<file path="src/mul_cfg_pkg.sv">
/*
 * Datapath widths and lane-shape/signedness encodings for the SIMD multiply unit.
 * Referenced by scoped names from the RTL and the op package.
 */
package mul_cfg_pkg;

    // ==============================
    // Widths
    // ==============================
    localparam int DATA_W = 64;        // Operand width.
    localparam int PROD_W = 2 * DATA_W; // Full product width.
    localparam int TAG_W  = 4;         // Request tag.

    // ==============================
    // Lane shape
    // ==============================
    // One 64-bit lane, two 32-bit lanes or four 16-bit lanes.
    typedef enum logic [1:0] {
        LANE_64 = 2'b00,
        LANE_32 = 2'b01,
        LANE_16 = 2'b10
    } lane_mode_e;

    // ==============================
    // Signedness
    // ==============================
    // Bit 1 marks operand a as signed, bit 0 marks operand b.
    typedef enum logic [1:0] {
        SIGN_UU = 2'b00,
        SIGN_US = 2'b01,
        SIGN_SU = 2'b10,
        SIGN_SS = 2'b11
    } sign_mode_e;

endpackage

</file>
<file path="src/mul_op_pkg.sv">
/*
 * Result-select opcode and the request/response structs of the multiply unit.
 * Depends on mul_cfg_pkg, so it compiles after it.
 */
package mul_op_pkg;

    // ==============================
    // Result select
    // ==============================
    typedef enum logic [1:0] {
        SEL_WIDE = 2'b00,  // Full double-width products.
        SEL_LO   = 2'b01,  // Low half of each lane, packed.
        SEL_HI   = 2'b10   // High half of each lane, packed.
    } mul_sel_e;

    // ==============================
    // Request
    // ==============================
    // Sampled by the unit while in_valid is high.
    typedef struct packed {
        mul_sel_e                        sel;
        mul_cfg_pkg::lane_mode_e         lane;
        mul_cfg_pkg::sign_mode_e         sign;
        logic [mul_cfg_pkg::DATA_W-1:0]  a;
        logic [mul_cfg_pkg::DATA_W-1:0]  b;
        logic [mul_cfg_pkg::TAG_W-1:0]   tag;
    } mul_req_t;

    // ==============================
    // Response
    // ==============================
    // Packed lane results occupy the low 64 bits.
    typedef struct packed {
        logic [mul_cfg_pkg::PROD_W-1:0]  result;
        logic [mul_cfg_pkg::TAG_W-1:0]   tag;
    } mul_rsp_t;

endpackage

</file>
<file path="src/lane_pack.sv">
/*
 * Result formatting. Passes the raw product for wide results, or packs
 * the low or high half of every lane densely into the low 64 bits.
 */
`timescale 1ns/1ns

module lane_pack (
    input  logic [mul_cfg_pkg::PROD_W-1:0] raw,
    input  mul_cfg_pkg::lane_mode_e        lane,
    input  mul_op_pkg::mul_sel_e           sel,
    output logic [mul_cfg_pkg::PROD_W-1:0] result
);

    localparam int HALF_W = mul_cfg_pkg::PROD_W / 2;

    logic [HALF_W-1:0] lo_half;
    logic [HALF_W-1:0] hi_half;

    // ==============================
    // Half extraction
    // ==============================
    always_comb begin
        lo_half = '0;
        hi_half = '0;
        case (lane)
            mul_cfg_pkg::LANE_32: begin
                for (int k = 0; k < 2; k++) begin
                    lo_half[32*k +: 32] = raw[64*k +: 32];
                    hi_half[32*k +: 32] = raw[64*k+32 +: 32];
                end
            end
            mul_cfg_pkg::LANE_16: begin
                for (int k = 0; k < 4; k++) begin
                    lo_half[16*k +: 16] = raw[32*k +: 16];
                    hi_half[16*k +: 16] = raw[32*k+16 +: 16];
                end
            end
            default: begin
                lo_half = raw[HALF_W-1:0];
                hi_half = raw[mul_cfg_pkg::PROD_W-1:HALF_W];
            end
        endcase
    end

    // Upper half is zero for packed results.
    always_comb begin
        case (sel)
            mul_op_pkg::SEL_LO: result = {{HALF_W{1'b0}}, lo_half};
            mul_op_pkg::SEL_HI: result = {{HALF_W{1'b0}}, hi_half};
            default:            result = raw;
        endcase
    end

endmodule

</file>
<file path="config.mk">
export PLATFORM = sky130hd
export DESIGN_NAME = lane_pack
export DESIGN_NICKNAME = d
export VERILOG_FILES = /design/src/mul_cfg_pkg.sv /design/src/mul_op_pkg.sv /design/src/lane_pack.sv
export SDC_FILE = /design/constraint.sdc
export NUM_CORES = 1
export LEC_CHECK = 0
export BUFFER_PORTS_ARGS = -buffer_cell sky130_fd_sc_hd__buf_4
export CORE_AREA = 2 2 102 104
export DETAILED_ROUTE_END_ITERATION = 6
export DIE_AREA = 0 0 104 106
export PLACE_DENSITY = 0.61
export SLEW_MARGIN = 20
export SYNTH_ARGS = -nofsm -noshare
export SYNTH_HDL_FRONTEND = slang
export SYNTH_SLANG_ARGS = --single-unit
</file>
<file path="constraint.sdc">
create_clock -name vclk -period 6.6
set_clock_uncertainty 0.1 [all_clocks]
set_input_delay 1.65 -clock vclk [all_inputs]
set_output_delay 1.65 -clock vclk [all_outputs]
set_load 0.005 [all_outputs]
</file>
==> flow_summary.json <==
{
  "die_area_sq_um": 11000,
  "hp-start": "raw[127]",
  "synthCells": 374,
  "period_minus_slack_ns": 5.67,
  "antenna_found_initial": 0,
  "clock.fmax_ghz": 0.176,
  "cts_hold_buffers": 0,
  "post_cts_buffers": 0,
  "grt_pass1_vias": 3738,
  "vias": 3950,
  "synth_area_sq_um": 2360,
  "hold_viol": 0,
  "fin_nets": 732,
  "finalMaxSlewViolations": 0,
  "fp-row-count": 37,
  "n_fill_cell": 1083,
  "diodes": 0,
  "synthToLayoutAreaGrowth_pct": 84.8,
  "io_pins": 260,
  "die_h_microns": 106,
  "yosys.area.top_type": "and2_1",
  "p_leak_uw": 0.00206,
  "cap_violations": 0,
  "dpl-instance-area_sq_um": 4360,
  "ys_top_cells_by_area": "and2_1, o21ai_0, a22o_1, a221o_1, a221oi_1",
  "fp.dieW_microns": 104,
  "nClkBuffers": 0,
  "ir_drop_v": 0.0000543,
  "yosysWarnings": 0,
  "layout.cells.non_filler": 730,
  "grt_overflow": 0,
  "setup_tns_ns": 0,
  "design.core.area_sq_um": 10000,
  "seq_cells": 0,
  "initial_core_util_pct": 23.6,
  "whs_path_depth": 4,
  "post_cts_resized": 0,
  "io_buffers": 260,
  "grt_start_max_net_pins": 54,
  "wire_per_inst_microns": 20.5,
  "dpl.cell_count": 730,
  "grt_pass1_wl_microns": 22400,
  "rsz0062_at_grt": "false",
  "syn_avg_cell_area_sq_um": 6.31,
  "synth-seq-area-share_pct": 0,
  "synth_cell_type_count": 26,
  "crit_fanout": 24,
  "cp.required_ns": 4.85,
  "synthMostInstantiatedCell": "o21ai_0",
  "setup_slack_ns": 0.926,
  "pre_cts_slack_ns": 0.947,
  "synth_nets": 510,
  "grt_use_total_pct": 24.9,
  "p_per_area_nw_per_um2": 93.3,
  "drtAntennaViolNets": 0,
  "startpoint_type": "input port",
  "finalCritPeriodShare_pct": 86.0,
  "worstPathArrival_ns": 3.92,
  "holdPathEnd": "result[63]",
  "finalWirelength_microns": 15000,
  "drcViolationCount": 0,
  "status": "complete, no violations",
  "setup_viol": 0,
  "tightest_slew_ns": 0.951,
  "first_pass_iters": 4,
  "yosys-top-cells-count": "o21ai_0, and2_1, nand2_1",
  "layout.area.seq_sq_um": 0,
  "drive_gt1_share_pct": 48.5,
  "finalPower_uw": 407,
  "slew-limit-headroom_pct": 36.5,
  "place_congestion": 0.868,
  "hpwl_microns": 11700,
  "drt_iter0_markers": 376,
  "vias_per_cell": 5.41,
  "fin_area_sq_um": 4360,
  "synth.top_cell.area_share_pct": 18.3,
  "hold_path.class": "in -> out",
  "path_class": "in -> out",
  "cp-end-kind": "output port"
}
[area by class of cell]
cell class	instances	area (sq um)	share of cell area, %
multi-input cells	320	2150	49.3
repair buffers	270	2030	46.5
well taps	136	170	3.90
inverters	4	15.0	0.344
[kinds of logic after synthesis]
group / share of synthesized area [%]
fa+ha+maj: 2.12
compound gates: 54.8
simple gates: 32.7
buf+inv: 10.4
[metal layers]
| metal | global-route usage (%) | up-vias | share of wire [%] |
|---|---|---|---|
| met5 | 0 | - | 0 |
| met4 | 2.61 | 0 | 1.3 |
| met3 | 3.86 | 12 | 6.8 |
| met2 | 45.4 | 195 | 50 |
| met1 | 31.8 | 1889 | 42 |
| li1 | - | 1854 | - |
[cell usage in the layout (no fill, tap or decap)]
master / instances
a21o_1: 1
a221o_1: 22
a221o_2: 10
nand3b_1: 16
nand2_1: 37
a22o_1: 27
nor3b_4: 1
inv_1: 4
and3b_1: 1
ha_1: 1
or2_1: 1
or2_2: 1
buf_4: 270
o21ai_0: 75
a21oi_1: 16
a22oi_1: 16
nand2b_1: 2
nor2_1: 2
and2_1: 69
nor3_2: 1
nor2b_4: 1
nor4bb_4: 1
a221oi_1: 16
ha_2: 3
[stage by stage]
| step | hold slack [ns] | utilization (%) |
|---|---|---|
| after global placement | 3.49 | 43.6 |
| after detailed placement | 3.49 | 43.6 |
| after global routing | 3.50 | 43.6 |
| after floorplan | 3.30 | - |
| final | 3.49 | 43.6 |
| after CTS | 3.49 | 43.6 |
[critical path, stage by stage]
cell and delay, ns:
buf_4 0.11, inv_1 0.05, ha_2 0.37, buf_4 0.25, or2_1 0.28, nor3b_4 0.79
a221o_2 0.31, buf_4 0.11
[report_power, final]
part,switching (uW),total [uW],internal (uW)
clock,0,0,0
combinational,188,407,219
sequential,0,0,0
[worst max-delay path by stage]
stage | startpoint | cells past startpoint | endpoint | slack (ns)
4_1_cts | sel[0] | 8 | result[42] | 0.94
3_5_place_dp | sel[0] | 8 | result[34] | 0.95
6_report | sel[0] | 8 | result[42] | 0.93
5_1_grt | sel[0] | 8 | result[42] | 0.81
3_3_place_gp | sel[0] | 8 | result[42] | 0.97
2_1_floorplan | sel[0] | 8 | result[33] | 1.82
(Power assumes the default switching activity.)
